--- src/logic/periph_bus_pkg.sv ---
/*
 * Peripheral bus widths, address map and request encodings.
 * Imported by the decode stage, the execute units and the result stage.
 */
`default_nettype none

package periph_bus_pkg;

   // Bus widths
   localparam int unsigned ADDR_W = 12;
   localparam int unsigned DATA_W = 32;
   localparam int unsigned ID_W   = 5;

   // ******************************
   // Address map
   // ******************************
   localparam int unsigned ADDR_UNIT_MSB = 11;
   localparam int unsigned ADDR_UNIT_LSB = 8;
   localparam int unsigned ADDR_REG_MSB  = 4;
   localparam int unsigned ADDR_REG_LSB  = 2;
   localparam int unsigned REG_IDX_W     = ADDR_REG_MSB - ADDR_REG_LSB + 1;

   // Unit field values, anything else is unmapped
   localparam logic [3:0] UNIT_FIELD_CTRL  = 4'h0;
   localparam logic [3:0] UNIT_FIELD_TIMER = 4'h1;
   localparam logic [3:0] UNIT_FIELD_EVENT = 4'h2;

   // Read data for unmapped addresses
   localparam logic [DATA_W-1:0] ERR_RDATA = 32'hdeadbeef;

   // Bus wen high means read
   typedef enum logic {
      OP_WRITE = 1'b0,
      OP_READ  = 1'b1
   } op_e;

   typedef enum logic [1:0] {
      UNIT_CTRL  = 2'd0,
      UNIT_TIMER = 2'd1,
      UNIT_EVENT = 2'd2,
      UNIT_NONE  = 2'd3
   } unit_e;

endpackage

`default_nettype wire

--- src/logic/cluster_ctrl_pkg.sv ---
/*
 * Cluster sizes, event widths and register indices of the execute units.
 */
`default_nettype none

package cluster_ctrl_pkg;

   // Cluster size
   localparam int unsigned NB_CORES      = 4;
   localparam int unsigned RETURN_W      = 2;

   // Event buffer layout, timer event sits above the external ones
   localparam int unsigned NB_EXT_EVENTS = 8;
   localparam int unsigned NB_EVENTS     = NB_EXT_EVENTS + 1;
   localparam int unsigned TIMER_EVT_BIT = NB_EXT_EVENTS;

   // ******************************
   // Register indices
   // ******************************
   // Cluster control unit
   localparam logic [2:0] CTRL_REG_EOC      = 3'd0;
   localparam logic [2:0] CTRL_REG_FETCH_EN = 3'd1;
   localparam logic [2:0] CTRL_REG_RETURN   = 3'd2;

   // Timer unit
   localparam logic [2:0] TMR_REG_CTRL      = 3'd0;
   localparam logic [2:0] TMR_REG_COUNT     = 3'd1;
   localparam logic [2:0] TMR_REG_COMPARE   = 3'd2;

   // Event unit, masks at 0 up to NB_CORES-1
   localparam logic [2:0] EVT_REG_MASK_BASE = 3'd0;
   localparam logic [2:0] EVT_REG_BUFFER    = 3'd4;
   localparam logic [2:0] EVT_REG_CLEAR     = 3'd5;

endpackage

`default_nettype wire

--- src/logic/periph_req_if.sv ---
/*
 * Decoded peripheral request, driven by the decode stage and
 * seen by the execute units and the result stage.
 */
`timescale 1ns/1ps
`default_nettype none

interface periph_req_if;

   import periph_bus_pkg::*;

   // One-cycle strobe per request
   logic                 valid;
   // Target unit, UNIT_NONE when unmapped
   unit_e                unit_sel;
   op_e                  op;
   logic [REG_IDX_W-1:0] reg_idx;
   logic [DATA_W-1:0]    wdata;
   logic [ID_W-1:0]      id;

   modport master (
      output valid, unit_sel, op, reg_idx, wdata, id
   );

   // Execute units act only on their own unit_sel
   modport unit (
      input valid, unit_sel, op, reg_idx, wdata
   );

   modport result (
      input valid, unit_sel, op, id
   );

endinterface

`default_nettype wire

--- src/logic/periph_decode.sv ---
/*
 * Decode stage of the peripheral bus. Registers every request and
 * steers it to an execute unit by the unit field of the address.
 */
`timescale 1ns/1ps
`default_nettype none

module periph_decode (
   input  wire logic                             clk_i,
   input  wire logic                             rst_ni,
   input  wire logic                             req_i,
   input  wire logic [periph_bus_pkg::ADDR_W-1:0] add_i,
   input  wire logic                             wen_i,
   input  wire logic [periph_bus_pkg::DATA_W-1:0] wdata_i,
   input  wire logic [periph_bus_pkg::ID_W-1:0]   id_i,
   periph_req_if.master                          req_o
);

   import periph_bus_pkg::*;

   unit_e unit_d;
   op_e   op_d;

   // Unit field lookup
   always_comb begin
      case (add_i[ADDR_UNIT_MSB:ADDR_UNIT_LSB])
         UNIT_FIELD_CTRL:  unit_d = UNIT_CTRL;
         UNIT_FIELD_TIMER: unit_d = UNIT_TIMER;
         UNIT_FIELD_EVENT: unit_d = UNIT_EVENT;
         default:          unit_d = UNIT_NONE;
      endcase
   end

   assign op_d = wen_i ? OP_READ : OP_WRITE;

   // One request strobe per cycle
   always_ff @(posedge clk_i or negedge rst_ni) begin
      if (!rst_ni) begin
         req_o.valid <= 1'b0;
      end else begin
         req_o.valid <= req_i;
      end
   end

   // Payload loads only with a request
   always_ff @(posedge clk_i or negedge rst_ni) begin
      if (!rst_ni) begin
         req_o.unit_sel <= UNIT_CTRL;
         req_o.op       <= OP_WRITE;
         req_o.reg_idx  <= '0;
         req_o.wdata    <= '0;
         req_o.id       <= '0;
      end else if (req_i) begin
         req_o.unit_sel <= unit_d;
         req_o.op       <= op_d;
         req_o.reg_idx  <= add_i[ADDR_REG_MSB:ADDR_REG_LSB];
         req_o.wdata    <= wdata_i;
         req_o.id       <= id_i;
      end
   end

   // Valid may only rise once reset was already released
   a_no_valid_in_reset: assert property (
      @(posedge clk_i) $rose(req_o.valid) |-> $past(rst_ni)
   );

endmodule

`default_nettype wire

--- src/logic/cluster_ctrl_unit.sv ---
/*
 * Cluster control unit. Holds end of computation, the per-core
 * fetch enables and the return code, all reachable from the bus.
 */
`timescale 1ns/1ps
`default_nettype none

module cluster_ctrl_unit (
   input  wire logic                                 clk_i,
   input  wire logic                                 rst_ni,
   periph_req_if.unit                                req_i,
   output logic [periph_bus_pkg::DATA_W-1:0]         rdata_o,
   output logic                                      eoc_o,
   output logic [cluster_ctrl_pkg::NB_CORES-1:0]     fetch_enable_o,
   output logic [cluster_ctrl_pkg::RETURN_W-1:0]     return_o
);

   import periph_bus_pkg::*;
   import cluster_ctrl_pkg::*;

   logic wr_en;

   // Write strobe for this unit
   assign wr_en = req_i.valid && (req_i.unit_sel == UNIT_CTRL) && (req_i.op == OP_WRITE);

   // ******************************
   // Registers
   // ******************************
   always_ff @(posedge clk_i or negedge rst_ni) begin
      if (!rst_ni) begin
         eoc_o          <= 1'b0;
         fetch_enable_o <= '0;
         return_o       <= '0;
      end else if (wr_en) begin
         case (req_i.reg_idx)
            CTRL_REG_EOC:      eoc_o          <= req_i.wdata[0];
            CTRL_REG_FETCH_EN: fetch_enable_o <= req_i.wdata[NB_CORES-1:0];
            CTRL_REG_RETURN:   return_o       <= req_i.wdata[RETURN_W-1:0];
            default:           ;
         endcase
      end
   end

   // Zero-extended read mux
   always_comb begin
      rdata_o = '0;
      case (req_i.reg_idx)
         CTRL_REG_EOC:      rdata_o[0]            = eoc_o;
         CTRL_REG_FETCH_EN: rdata_o[NB_CORES-1:0] = fetch_enable_o;
         CTRL_REG_RETURN:   rdata_o[RETURN_W-1:0] = return_o;
         // Unknown indices read 0
         default:           rdata_o               = '0;
      endcase
   end

endmodule

`default_nettype wire

--- src/logic/timer_unit.sv ---
/*
 * Timer unit. Free-running counter that restarts on a compare match
 * and pulses an event towards the event unit.
 */
`timescale 1ns/1ps
`default_nettype none

module timer_unit (
   input  wire logic                         clk_i,
   input  wire logic                         rst_ni,
   periph_req_if.unit                        req_i,
   output logic [periph_bus_pkg::DATA_W-1:0] rdata_o,
   output logic                              event_o
);

   import periph_bus_pkg::*;
   import cluster_ctrl_pkg::*;

   logic              enable_q;
   logic [DATA_W-1:0] count_q;
   logic [DATA_W-1:0] compare_q;
   logic              wr_en;
   logic              hit;

   assign wr_en = req_i.valid && (req_i.unit_sel == UNIT_TIMER) && (req_i.op == OP_WRITE);

   // Match, blocked right after a pulse
   assign hit = enable_q && (count_q == compare_q) && !event_o;

   always_ff @(posedge clk_i or negedge rst_ni) begin
      if (!rst_ni) begin
         enable_q  <= 1'b0;
         count_q   <= '0;
         compare_q <= '0;
         event_o   <= 1'b0;
      end else begin
         event_o <= hit;
         // Bus write to COUNT overrides counting
         if (wr_en && (req_i.reg_idx == TMR_REG_COUNT)) begin
            count_q <= req_i.wdata;
         end else if (enable_q) begin
            count_q <= hit ? '0 : count_q + 1'b1;
         end
         if (wr_en && (req_i.reg_idx == TMR_REG_CTRL)) begin
            enable_q <= req_i.wdata[0];
         end
         if (wr_en && (req_i.reg_idx == TMR_REG_COMPARE)) begin
            compare_q <= req_i.wdata;
         end
      end
   end

   // Read mux
   always_comb begin
      rdata_o = '0;
      case (req_i.reg_idx)
         TMR_REG_CTRL:    rdata_o[0] = enable_q;
         TMR_REG_COUNT:   rdata_o    = count_q;
         TMR_REG_COMPARE: rdata_o    = compare_q;
         default:         rdata_o    = '0;
      endcase
   end

   a_event_one_cycle: assert property (
      @(posedge clk_i) disable iff (!rst_ni) event_o |=> !event_o
   );

endmodule

`default_nettype wire

--- src/logic/event_unit.sv ---
/*
 * Event unit. Buffers external and timer events and raises one
 * interrupt per core from the buffer and that core's mask.
 */
`timescale 1ns/1ps
`default_nettype none

module event_unit (
   input  wire logic                                   clk_i,
   input  wire logic                                   rst_ni,
   periph_req_if.unit                                  req_i,
   input  wire logic [cluster_ctrl_pkg::NB_EXT_EVENTS-1:0] ext_events_i,
   input  wire logic                                   timer_event_i,
   output logic [periph_bus_pkg::DATA_W-1:0]           rdata_o,
   output logic [cluster_ctrl_pkg::NB_CORES-1:0]       irq_o
);

   import periph_bus_pkg::*;
   import cluster_ctrl_pkg::*;

   logic [NB_EVENTS-1:0]                buffer_q;
   logic [NB_CORES-1:0][NB_EVENTS-1:0]  mask_q;
   logic [NB_EVENTS-1:0]                events_in;
   logic [NB_EVENTS-1:0]                clear_bits;
   logic                                wr_en;

   assign wr_en = req_i.valid && (req_i.unit_sel == UNIT_EVENT) && (req_i.op == OP_WRITE);

   // Incoming events in buffer order
   always_comb begin
      events_in                      = '0;
      events_in[NB_EXT_EVENTS-1:0]   = ext_events_i;
      events_in[TIMER_EVT_BIT]       = timer_event_i;
   end

   // Bits to drop on a CLEAR write
   assign clear_bits = (wr_en && (req_i.reg_idx == EVT_REG_CLEAR)) ?
                       req_i.wdata[NB_EVENTS-1:0] : '0;

   // ******************************
   // Buffer, masks and irq
   // ******************************
   always_ff @(posedge clk_i or negedge rst_ni) begin
      if (!rst_ni) begin
         buffer_q <= '0;
         mask_q   <= '0;
         irq_o    <= '0;
      end else begin
         // New events win over the clear
         buffer_q <= (buffer_q & ~clear_bits) | events_in;
         for (int c = 0; c < NB_CORES; c++) begin
            if (wr_en && (req_i.reg_idx == EVT_REG_MASK_BASE + 3'(c))) begin
               mask_q[c] <= req_i.wdata[NB_EVENTS-1:0];
            end
            // One cycle behind the buffer
            irq_o[c] <= |(buffer_q & mask_q[c]);
         end
      end
   end

   // Read mux, CLEAR reads 0
   always_comb begin
      rdata_o = '0;
      if (req_i.reg_idx == EVT_REG_BUFFER) begin
         rdata_o[NB_EVENTS-1:0] = buffer_q;
      end
      for (int c = 0; c < NB_CORES; c++) begin
         if (req_i.reg_idx == EVT_REG_MASK_BASE + 3'(c)) begin
            rdata_o[NB_EVENTS-1:0] = mask_q[c];
         end
      end
   end

endmodule

`default_nettype wire

--- src/logic/periph_result.sv ---
/*
 * Result stage. Picks the read data of the addressed unit and
 * returns it with the id one cycle after decode.
 */
`timescale 1ns/1ps
`default_nettype none

module periph_result (
   input  wire logic                             clk_i,
   input  wire logic                             rst_ni,
   periph_req_if.result                          req_i,
   input  wire logic [periph_bus_pkg::DATA_W-1:0] ctrl_rdata_i,
   input  wire logic [periph_bus_pkg::DATA_W-1:0] timer_rdata_i,
   input  wire logic [periph_bus_pkg::DATA_W-1:0] event_rdata_i,
   output logic                                  r_valid_o,
   output logic [periph_bus_pkg::DATA_W-1:0]     r_rdata_o,
   output logic                                  r_opc_o,
   output logic [periph_bus_pkg::ID_W-1:0]       r_id_o
);

   import periph_bus_pkg::*;

   logic [DATA_W-1:0] sel_rdata;
   logic              sel_opc;

   // Response select
   always_comb begin
      sel_opc = 1'b0;
      case (req_i.unit_sel)
         UNIT_CTRL:  sel_rdata = ctrl_rdata_i;
         UNIT_TIMER: sel_rdata = timer_rdata_i;
         UNIT_EVENT: sel_rdata = event_rdata_i;
         default: begin
            sel_rdata = ERR_RDATA;
            sel_opc   = 1'b1;
         end
      endcase
      // Mapped writes answer with zero data
      if ((req_i.op == OP_WRITE) && !sel_opc) begin
         sel_rdata = '0;
      end
   end

   always_ff @(posedge clk_i or negedge rst_ni) begin
      if (!rst_ni) begin
         r_valid_o <= 1'b0;
         r_opc_o   <= 1'b0;
         r_rdata_o <= '0;
         r_id_o    <= '0;
      end else begin
         r_valid_o <= req_i.valid;
         r_opc_o   <= req_i.valid && sel_opc;
         // Data and id hold between responses
         if (req_i.valid) begin
            r_rdata_o <= sel_rdata;
            r_id_o    <= req_i.id;
         end
      end
   end

   a_opc_with_valid: assert property (
      @(posedge clk_i) disable iff (!rst_ni) r_opc_o |-> r_valid_o
   );

endmodule

`default_nettype wire

--- src/logic/cluster_periph_top.sv ---
/*
 * Cluster peripheral block. One shared peripheral bus reaches the
 * control, timer and event units through decode and result stages.
 */
`timescale 1ns/1ps
`default_nettype none

module cluster_periph_top (
   input  wire logic                                   clk_i,
   input  wire logic                                   rst_ni,
   // Peripheral bus request
   input  wire logic                                   req_i,
   input  wire logic [periph_bus_pkg::ADDR_W-1:0]       add_i,
   input  wire logic                                   wen_i,
   input  wire logic [periph_bus_pkg::DATA_W-1:0]       wdata_i,
   input  wire logic [periph_bus_pkg::ID_W-1:0]         id_i,
   input  wire logic [cluster_ctrl_pkg::NB_EXT_EVENTS-1:0] ext_events_i,
   // Peripheral bus response
   output logic                                        r_valid_o,
   output logic [periph_bus_pkg::DATA_W-1:0]           r_rdata_o,
   output logic                                        r_opc_o,
   output logic [periph_bus_pkg::ID_W-1:0]             r_id_o,
   // Cluster control
   output logic                                        eoc_o,
   output logic [cluster_ctrl_pkg::NB_CORES-1:0]       fetch_enable_o,
   output logic [cluster_ctrl_pkg::RETURN_W-1:0]       return_o,
   output logic [cluster_ctrl_pkg::NB_CORES-1:0]       irq_o
);

   import periph_bus_pkg::*;

   logic [DATA_W-1:0] ctrl_rdata;
   logic [DATA_W-1:0] timer_rdata;
   logic [DATA_W-1:0] event_rdata;
   logic              timer_event;

   periph_req_if u_req_if ();

   // ******************************
   // Decode
   // ******************************
   periph_decode u_periph_decode (
      .clk_i   (clk_i),
      .rst_ni  (rst_ni),
      .req_i   (req_i),
      .add_i   (add_i),
      .wen_i   (wen_i),
      .wdata_i (wdata_i),
      .id_i    (id_i),
      .req_o   (u_req_if.master)
   );

   // ******************************
   // Execute units
   // ******************************
   cluster_ctrl_unit u_cluster_ctrl_unit (
      .clk_i          (clk_i),
      .rst_ni         (rst_ni),
      .req_i          (u_req_if.unit),
      .rdata_o        (ctrl_rdata),
      .eoc_o          (eoc_o),
      .fetch_enable_o (fetch_enable_o),
      .return_o       (return_o)
   );

   timer_unit u_timer_unit (
      .clk_i   (clk_i),
      .rst_ni  (rst_ni),
      .req_i   (u_req_if.unit),
      .rdata_o (timer_rdata),
      .event_o (timer_event)
   );

   // Timer event feeds buffer bit 8
   event_unit u_event_unit (
      .clk_i         (clk_i),
      .rst_ni        (rst_ni),
      .req_i         (u_req_if.unit),
      .ext_events_i  (ext_events_i),
      .timer_event_i (timer_event),
      .rdata_o       (event_rdata),
      .irq_o         (irq_o)
   );

   // ******************************
   // Result
   // ******************************
   periph_result u_periph_result (
      .clk_i         (clk_i),
      .rst_ni        (rst_ni),
      .req_i         (u_req_if.result),
      .ctrl_rdata_i  (ctrl_rdata),
      .timer_rdata_i (timer_rdata),
      .event_rdata_i (event_rdata),
      .r_valid_o     (r_valid_o),
      .r_rdata_o     (r_rdata_o),
      .r_opc_o       (r_opc_o),
      .r_id_o        (r_id_o)
   );

endmodule

`default_nettype wire

--- config.mk ---
export PLATFORM = sky130hd
export DESIGN_NAME = cluster_periph_top
export DESIGN_NICKNAME = d
export VERILOG_FILES = /design/src/logic/periph_bus_pkg.sv /design/src/logic/cluster_ctrl_pkg.sv /design/src/logic/periph_req_if.sv /design/src/logic/periph_decode.sv /design/src/logic/cluster_ctrl_unit.sv /design/src/logic/timer_unit.sv /design/src/logic/event_unit.sv /design/src/logic/periph_result.sv /design/src/logic/cluster_periph_top.sv
export SDC_FILE = /design/constraint.sdc
export NUM_CORES = 1
export LEC_CHECK = 0
export BUFFER_PORTS_ARGS = -buffer_cell sky130_fd_sc_hd__clkbuf_2
export CAP_MARGIN = 20
export CORE_ASPECT_RATIO = 1.5
export CORE_MARGIN = 5
export CORE_UTILIZATION = 30
export CTS_CLUSTER_DIAMETER = 30
export DETAILED_ROUTE_END_ITERATION = 8
export GPL_ROUTABILITY_DRIVEN = 1
export PLACE_DENSITY = 0.46
export SYNTH_ARGS = -nofsm -noshare
export SYNTH_HDL_FRONTEND = slang
export SYNTH_SLANG_ARGS = --single-unit
export TNS_END_PERCENT = 50
--- constraint.sdc ---
create_clock -name clk_i -period 2.4 [get_ports clk_i]
set_input_delay 0.24 -clock clk_i [delete_from_list [all_inputs] [get_ports clk_i]]
set_output_delay 0.24 -clock clk_i [all_outputs]
set_load 0.01 [all_outputs]
# [After elaboration in Yosys (flattened, before gate mapping)]
# Index checks and enable logic that the tools add are counted.
[classes] addsub=1 eq_ne=10 muxes=19 n_bitwise=8 reduce_logical=31
[ops] op="$mux W32" n=4
[ops] op="$pmux W32 S3" n=1
[ops] op="$pmux W31 S2" n=1
[ops] op="$mux W9" n=6
[ops] op="$and A9 B9 Y9" n=5
[ops] op="$reduce_or A9 Y1" n=4
[ops] op="$add A32 B1 Y32 const B" n=1
[ops] op="$eq A32 B32 Y1" n=1
[ops] op="$logic_and A1 B1 Y1" n=18
[ops] op="$not A9 Y9" n=1
[ops] op="$or A9 B9 Y9" n=1
[ops] op="$eq A3 B2 Y1 const B" n=2
[ops] op="$eq A3 B3 Y1 const B" n=2
[ops] op="$pmux W1 S3" n=2
[ops] op="$pmux W2 S3" n=1
[ops] op="$reduce_and A2 Y1" n=3
[ops] op="$eq A4 B1 Y1 const B" n=1
[ops] op="$eq A4 B2 Y1 const B" n=1
[ops] op="$logic_not A4 Y1" n=1
[ops] op="$eq A3 B1 Y1 const B" n=1
[ops] op="$logic_not A3 Y1" n=1
[ops] op="$reduce_or A3 Y1" n=1
[ops] op="$eq A2 B1 Y1 const B" n=1
[ops] op="$eq A2 B2 Y1 const B" n=1
[ops] op="7 further kinds" n=8
[totals] ff_bits=205 in_bits=61 out_inout_bits=50 wordCells=92

# [Depth between registers and ports, before layout]
# Gate-level depths: netlist of the first run.
[depth] word_depth=8 mapped_depth=8 ltp_nobuf=7

# [Hierarchy]
# A second synthesis of the first run with hierarchy kept.
[hier_totals] hier_cells=1061 area_unflattened_um2=11624.9
[modules_own_cells] module="timer_unit" n_inst=1 cells_per_inst=456 area_each_um2=4351.7 seq_area_each_um2=1651.6
[modules_own_cells] module="event_unit" n_inst=1 cells_per_inst=219 area_each_um2=2602.5 seq_area_each_um2=1226.2
[modules_own_cells] module="periph_result" n_inst=1 cells_per_inst=231 area_each_um2=2270.9 seq_area_each_um2=975.9
[modules_own_cells] module="periph_decode" n_inst=1 cells_per_inst=96 area_each_um2=1808.0 seq_area_each_um2=1101.1
[modules_own_cells] module="cluster_ctrl_unit" n_inst=1 cells_per_inst=59 area_each_um2=591.8 seq_area_each_um2=175.2

# [Worst setup path after synthesis of the first run]
# No wires, ideal clock.
[synth_path] kind="register -> register" start="reg u_timer_unit.count_q[6]" end="reg u_timer_unit.count_q[14]" setup_time_ps=136 arrival_ps=1817 required_ps=2264 path_slack_ps=448 path_stages_with_launch=9 n_path_buf=3 period_less_slack_ps=1952 path_cell_list="dfrtp_1 > clkbuf_1 > xor2_1 > nor4_1 > and4_1 > and3_1 > clkbuf_1 > buf_2 > o31ai_1"
[synth_via] elab_chain_cells=6 word_cells_on_any_way=7 classes_between="add/sub (1); eq/ne (1); mux (3); reduce/logical (2)"
[synth_rtl] item="start: declaration" line_no="timer_unit.sv:20" text="logic [DATA_W-1:0] count_q;"
[synth_rtl] item="start signal: assignment" line_no="timer_unit.sv:40" text="count_q <= req_i.wdata;"
[synth_rtl] item="start signal: assignment" line_no="timer_unit.sv:42" text="count_q <= hit ? '0 : count_q + 1'b1;"
[synth_rtl] item="parallel branches: the longest is 3 deep, another holds $add A32 B1 Y32"
[synth_rtl] item="$mux W32 (*)" line_no="timer_unit.sv:42"
[synth_rtl] item="$mux W32 (*)" line_no="timer_unit.sv:41" text="end else if (enable_q) begin"
[synth_rtl] item="$mux W32 (*)" line_no="timer_unit.sv:39" text="if (wr_en && (req_i.reg_idx == TMR_REG_COUNT)) begin"
# Every way passes the cells marked *. The select of a mux whose other input is x is not followed.
# A chain may end at the register's enable or synchronous reset.

# [Worst setup path in the final report of the first run]
[layout_path] start="reg u_periph_decode.req_o.reg_idx[1]" end="reg u_periph_result.r_rdata_o[9] (netlist name)"
[layout_via] elab_chain_cells=4 word_cells_on_any_way=5 classes_between="eq/ne (2); mux (3)"
[layout_rtl] item="start: declaration" line_no="periph_req_if.sv:22" text="output valid, unit_sel, op, reg_idx, wdata, id"
[layout_rtl] item="start signal: assignment" line_no="periph_decode.sv:56" text="req_o.reg_idx <= add_i[ADDR_REG_MSB:ADDR_REG_LSB];"
[layout_rtl] item="$eq A3 B2 Y1 / $eq A3 B1 Y1 (equally long branches)" line_no="timer_unit.sv:56" text="case (req_i.reg_idx)"
[layout_rtl] item="$pmux W31 S2 (*)" line_no="timer_unit.sv:56"
[layout_rtl] item="$pmux W32 S3 (*)" line_no="periph_result.sv:29" text="case (req_i.unit_sel)"
[layout_rtl] item="$mux W32 (*)" line_no="periph_result.sv:39" text="if ((req_i.op == OP_WRITE) && !sel_opc) begin"
[layout_rtl] item="end signal: assignment" line_no="periph_result.sv:55" text="r_rdata_o <= sel_rdata;"
[layout_rtl] item="end: declaration" line_no="periph_result.sv:16" text="output logic [periph_bus_pkg::DATA_W-1:0] r_rdata_o,"
# Every way passes the cells marked *; elsewhere a longest branch is shown, timed or not.

==> flow_summary.toml, run 1 <==
[clock_tree]
clock-sinks = 205
numCtsBuffers = 47
clock-root-buffer = "clkbuf_16"
h-tree-depth = 2
postCtsSetupRepairBufs = 0
tritoncts = "done"
clock_latency_ns = 0.54
cts_resized = 0
holdBufCountCts = 54
cts_max_path_buffers = 3
clk_pin_slew_ns = 0.05

[sta]
setup-tns-final_ns = 0
rsz0062_at_grt = "no"
finalSetupViolations = 0
skew_ns = 0.0207
setup_slack_ns = 0.196
min_period_ns = 2.20
finalHoldViolCount = 0
hold_slack_ns = 0.111
slew_headroom_pct = 56.4
post-route-period-util_pct = 91.8
fmax_mhz = 454
drv_slew = 0
tightest_slew_ns = 0.655

[synth]
synthArstFlopShare_pct = 100
synth.cell_area_um2 = 9910
syn-mean-instance-area_um2 = 11.4
yosysWarningCount = 0
ys_seq_area_share_pct = 51.7
synth_area_leaders = "dfrtp_1 (52%), mux2_2 (14%), xnor2_1 (2.7%)"
synth_ff_type = "dfrtp_1"
synth_edf_count = 0
postSynthRegisterBits = 205
synth_fp_nets = 935
yosysTopAreaCell = "dfrtp_1"
netlist.area_leader.share_pct = 51.7
synthCells = 873
yosys.cell_types.count = 64

[global_routing]
antenna_found_initial = 0
grt_util_all_layers_pct = 17.4
grt_pass1_wl_mm = 49.1
grt_overflow = 0
grt_pass1_vias = 8272
grt_max_degree = 71

[floorplan]
fp.dieW_um = 158
start_util_pct = 30.4
dieArea_um2 = 36900
dieHeight_um = 233
ios = 111
core-area_um2 = 32600
num_rows = 81

[routing]
drc = 0
firstDrtPassIters = 5
drt-initial-drc-count = 459
vias = 7812
routedWlPerCell_um = 20.5
ant_nets = 0
routed_wl_mm = 31.5
via_per_inst = 5.09

[cells_and_area]
final_nets = 1144
antenna_cells = 0
drive_above_1_share_pct = 34.7
synthToLayoutAreaGrowth_pct = 35.7

[critical_path]
r2r_cells = 6
cp.arrival_ns = 2.62
crit_type = "reg -> reg"
worstSetupEndpointType = "flop"
critPathRequiredTime_ns = 2.81
crit_fanout = 24
critPathLaunchType = "flop"

[placement]
numPortBuffers = 105
pre_cts_slack_ns = 0.164
dpl.hpwl_mm = 22.6
place.gp.congestion = 0.844

[hold_path]
hp-class = "in -> async"

[outcome]
status = "completed"

[power_and_ir_drop]
p_per_area_nw_per_um2 = 935
ir_drop_mv = 0.696
p_leak_nw = 6.08

[job]
cap_viol_max_count = 0
layer usage:
layer	GRT usage, %	part of all wire (%)	routed length, um
met5	0	0	0
met4	8.03	4.4	1370
met2	32.2	55	17300
met1	19.0	36	11500
met3	2.88	4.1	1280
power by group:
part	internal, mW	switching [mW]
Combinational	0.883	0.881
Clock	4.39	2.07
Sequential	3.90	0.464
placed cells by master (no fill, tap or decap), types with 7 or more instances in the layout:
cell type,count
a21o_1,11
a21oi_1,7
a221oi_1,28
a222oi_1,7
a22o_1,9
a22oi_1,12
and3_1,7
buf_4,59
clkbuf_16,48
clkbuf_2,104
clkbuf_8,7
clkinv_2,9
dfrtp_1,204
dlygate4sd3_1,54
inv_1,41
mux2_2,120
mux2i_1,7
nand2_1,65
nand3_1,22
nand4_1,18
nor2_1,30
nor3_1,17
o21ai_0,17
o22ai_1,29
o31ai_1,24
xnor2_1,31
xor2_1,23
cell usage after synthesis (all sizes together), types with 2 or more instances:
| cell | n |
|---|---|
| o31ai | 24 |
| and2 | 2 |
| nor3b | 7 |
| o21ai | 20 |
| mux2i | 7 |
| nor4 | 7 |
| inv | 41 |
| a221oi | 28 |
| o22ai | 29 |
| and4 | 5 |
| o211ai | 2 |
| nand2 | 65 |
| a31oi | 2 |
| mux2 | 120 |
| nor3 | 19 |
| nand4 | 18 |
| and3 | 7 |
| a222oi | 7 |
| nand2b | 6 |
| a32oi | 2 |
| clkbuf | 48 |
| nand3 | 23 |
| xnor2 | 31 |
| xor2 | 23 |
| nand4b | 2 |
| nand3b | 4 |
| a22o | 9 |
| a22oi | 12 |
| buf | 16 |
| mux4 | 4 |
| nor2 | 31 |
| a21oi | 7 |
| dfrtp | 205 |
| a21o | 11 |
| o311ai | 2 |
| o32ai | 3 |
| nor2b | 3 |
| or3 | 4 |
state kept, by name, summed over array words and instances, names as in the netlist:
signal	cells
u_cluster_ctrl_unit.eoc_o	1
u_periph_decode.req_o.valid	1
u_periph_decode.req_o.op	1
u_cluster_ctrl_unit.fetch_enable_o	4
u_event_unit.mask_q	36
u_timer_unit.event_o	1
u_periph_decode.req_o.unit_sel	2
u_periph_decode.req_o.reg_idx	3
u_cluster_ctrl_unit.return_o	2
u_event_unit.irq_o	4
u_periph_result.r_valid_o	1
u_event_unit.buffer_q	9
u_periph_result.r_rdata_o	32
u_periph_result.r_opc_o	1
u_periph_result.r_id_o	5
u_timer_unit.enable_q	1
u_timer_unit.count_q	32
u_periph_decode.req_o.wdata	32
u_timer_unit.compare_q	32
u_periph_decode.req_o.id	5
per-stage QoR:
stage          area (um^2)  std cells  util (%)  power (mW)
2_1_floorplan         9910        873         -        5.31
3_3_place_gp         11300       1394      34.6        6.12
3_5_place_dp         11300       1394      34.6        6.14
4_1_cts              13500       1536      41.2        12.8
5_1_grt              13500       1536      41.2        13.2
6_report             13500       1536      41.2        12.6
final cells by class:
type                       count  area (um^2)
clock buffer                  60         1310
clock inverter                28          322
fill                        3239        19200
inverter                      41          154
multi-input combinational    563         4390
sequential                   205         5130
tap                          415          519
timing repair buffer         224         1640
critical path, stage by stage (launching register included):
cell and delay (ns):
dfrtp_1 0.52, inv_1 0.29, nor3_2 0.08, buf_4 0.26
a221oi_1 0.64, buf_4 0.23, o22ai_1 0.06
kinds of logic after synthesis:
kind of cell             count (synthesis)  synth area share [%]
AO/OA/AOI/OAI                          168                  12.6
XOR/XNOR                                54                  4.77
adder cells (fa/ha/maj)                  2                 0.227
buffers and inverters                  105                  4.14
flip-flops                             205                  51.7
multiplexers                           131                  15.2
AND/OR/NAND/NOR                        208                  11.3
final timing paths:
check | start | to | slack [ns]
max | u_periph_decode.req_o.reg_idx[1] | u_periph_result.r_rdata_o[9] | 0.20
min | rst_ni | u_periph_result.r_rdata_o[23] | 0.11
max reg2reg | u_periph_decode.req_o.reg_idx[1] | u_periph_result.r_rdata_o[9] | 0.20
min reg2reg | u_periph_decode.req_o.id[0] | u_periph_decode.req_o.id[0] | 0.50
max in group asynchronous | rst_ni | u_periph_result.r_id_o[2] | 1.63
min in group clk_i | req_i | u_periph_decode.req_o.valid | 0.15
No activity file was read; power rests on OpenSTA's default activity.
==> run 2: changes to the inputs <==
Settings changed: CORE_ASPECT_RATIO 1.5 to 2, MAX_ROUTING_LAYER from default to met4.
==> flow_summary.toml, run 2 (synthesis results as in run 1) <==
[cells_and_area]
regMostFlops = "u_event_unit.mask_q"
layout_commonest_cell = "dfrtp_1"
largest_reg_flops = 36
final_nets = 1131
synthToLayoutAreaGrowth_pct = 31.8
stdcell_area_um2 = 13100
fillers = 3252
antenna_cells = 0
final_cell_mix = "dfrtp_1 (204), mux2_2 (120), clkbuf_2 (104)"
drive_above_1_share_pct = 34.2

[power_and_ir_drop]
ir_drop_mv = 0.421
p_leak_nw = 5.87
p_per_area_nw_per_um2 = 869
power_mw = 11.4

[routing]
drt-initial-drc-count = 503
routed_wl_mm = 33.4
routedWlPerCell_um = 21.8
drc = 0
ant_nets = 0
firstDrtPassIters = 5
via_per_inst = 5.15
vias = 7878

[floorplan]
start_util_pct = 30.2
ios = 111
num_rows = 94
dieHeight_um = 267
dieArea_um2 = 37000
fp.dieW_um = 139
core-area_um2 = 32800

[placement]
numPortBuffers = 105
place.gp.congestion = 0.873
pre_cts_slack_ns = 0.127
dpl.hpwl_mm = 24.2
postPlaceCellArea_um2 = 11300

[sta]
skew_ns = 0.0195
finalSetupViolations = 0
finalHoldViolCount = 0
post-route-period-util_pct = 92.5
tightest_slew_ns = 0.946
slew_headroom_pct = 36.9
rsz0062_at_grt = "no"
drv_slew = 0
fmax_mhz = 451
min_period_ns = 2.22
setup_slack_ns = 0.181
setup-tns-final_ns = 0

[critical_path]
critPathRequiredTime_ns = 2.86
critPathTopFamily = "simple AND/OR/NAND/NOR gates"
crit_type = "reg -> reg"
path_cells = "nand4_1 -> nor4_4 -> nand2_1 -> or3_1 -> a21oi_1 -> a211o_1"
timing.critical_path.buf_inv = 0
critPathLaunchType = "flop"
slowest_stage = "nor4_4"
crit_fanout = 7
slowest_delay_ns = 0.52
worstSetupEndpointType = "flop"
cp.arrival_ns = 2.67

[outcome]
status = "completed"

[clock_tree]
h-tree-depth = 2
cts_max_path_buffers = 3
tritoncts = "done"
postCtsSetupRepairBufs = 0
clock_latency_ns = 0.53
numCtsBuffers = 37
clock-root-buffer = "clkbuf_16"
clock-sinks = 205
clk_pin_slew_ns = 0.06

[global_routing]
grt_util_all_layers_pct = 18.6
antenna_found_initial = 0
grt_pass1_vias = 8495
grt_overflow = 0
grt_pass1_wl_mm = 51.2
grt_max_degree = 61

[hold_path]
hp-class = "in -> reg"

[job]
cap_viol_max_count = 0
## run 2: cell types whose count changed in the layout (fill, tap and decap cells not counted), sizes merged
cell / change
clkbuf: -18
inv: +9
clkinv: -6
bufinv: -4
dlygate4sd3: -4
buf: +1
clkinvlp: -1
## run 2: cell type report
cell class / instances / area (um^2) / area share (%)
flip-flops and latches: 205 / 5130 / 39.3
multi-input cells: 563 / 4390 / 33.6
repair buffers: 221 / 1610 / 12.3
clock buffers: 42 / 985 / 7.54
well taps: 432 / 541 / 4.14
clock inverters: 26 / 255 / 1.95
inverters: 41 / 154 / 1.18
## run 2: metal layers
metal / global-route usage, % / wire length, um / up-vias
li1: - / - / 3621
met1: 16.6 / 10600 / 3977
met2: 36.6 / 19500 / 192
met3: 2.14 / 984 / 88
met4: 11.2 / 2240 / 0
met5: - / 0 / -
## run 2: per-stage QoR
| step | cells | hold WS, ns | util [%] |
|---|---|---|---|
| floorplan | 873 | -0.0556 | - |
| global placement | 1412 | 0.268 | 34.5 |
| detailed placement | 1412 | 0.275 | 34.5 |
| CTS | 1530 | 0.00762 | 39.8 |
| global route | 1530 | 0.0309 | 39.8 |
| finish | 1530 | 0.0183 | 39.8 |
## run 2: what timing repair did
item	CTS	global route
hold buffers	50	0
hold endpoints to repair	104	0
setup endpoints to repair	0	1
resized for setup	0	1
## run 2: report_power, final
| group | leakage, nW | switching, mW | internal, mW |
|---|---|---|---|
| Combinational | 2.68 | 0.937 | 0.882 |
| Sequential | 2.58 | 0.463 | 3.89 |
| Clock | 0.611 | 2.02 | 3.16 |
| Total | 5.87 | 3.42 | 7.93 |
## run 2: final timing paths
check | slack, ns | start | to | cells after the start
max | 0.18 | u_timer_unit.count_q[9] | u_timer_unit.count_q[27] | 6
min | 0.02 | add_i[9] | u_periph_decode.req_o.unit_sel[1] | 3
max reg2reg | 0.18 | u_timer_unit.count_q[9] | u_timer_unit.count_q[27] | 6
min reg2reg | 0.50 | u_periph_decode.req_o.wdata[19] | u_timer_unit.count_q[19] | 2
max in group asynchronous | 1.26 | rst_ni | u_event_unit.buffer_q[0] | 3
min in group asynchronous | 0.26 | rst_ni | u_periph_decode.req_o.id[1] | 2
## run 2: tightest hold or removal path: cells and delay by family
family | cells | cell delay, ns
compound gates | 1 | 0.13
buf+inv | 1 | 0.08
simple gates | 1 | 0.05
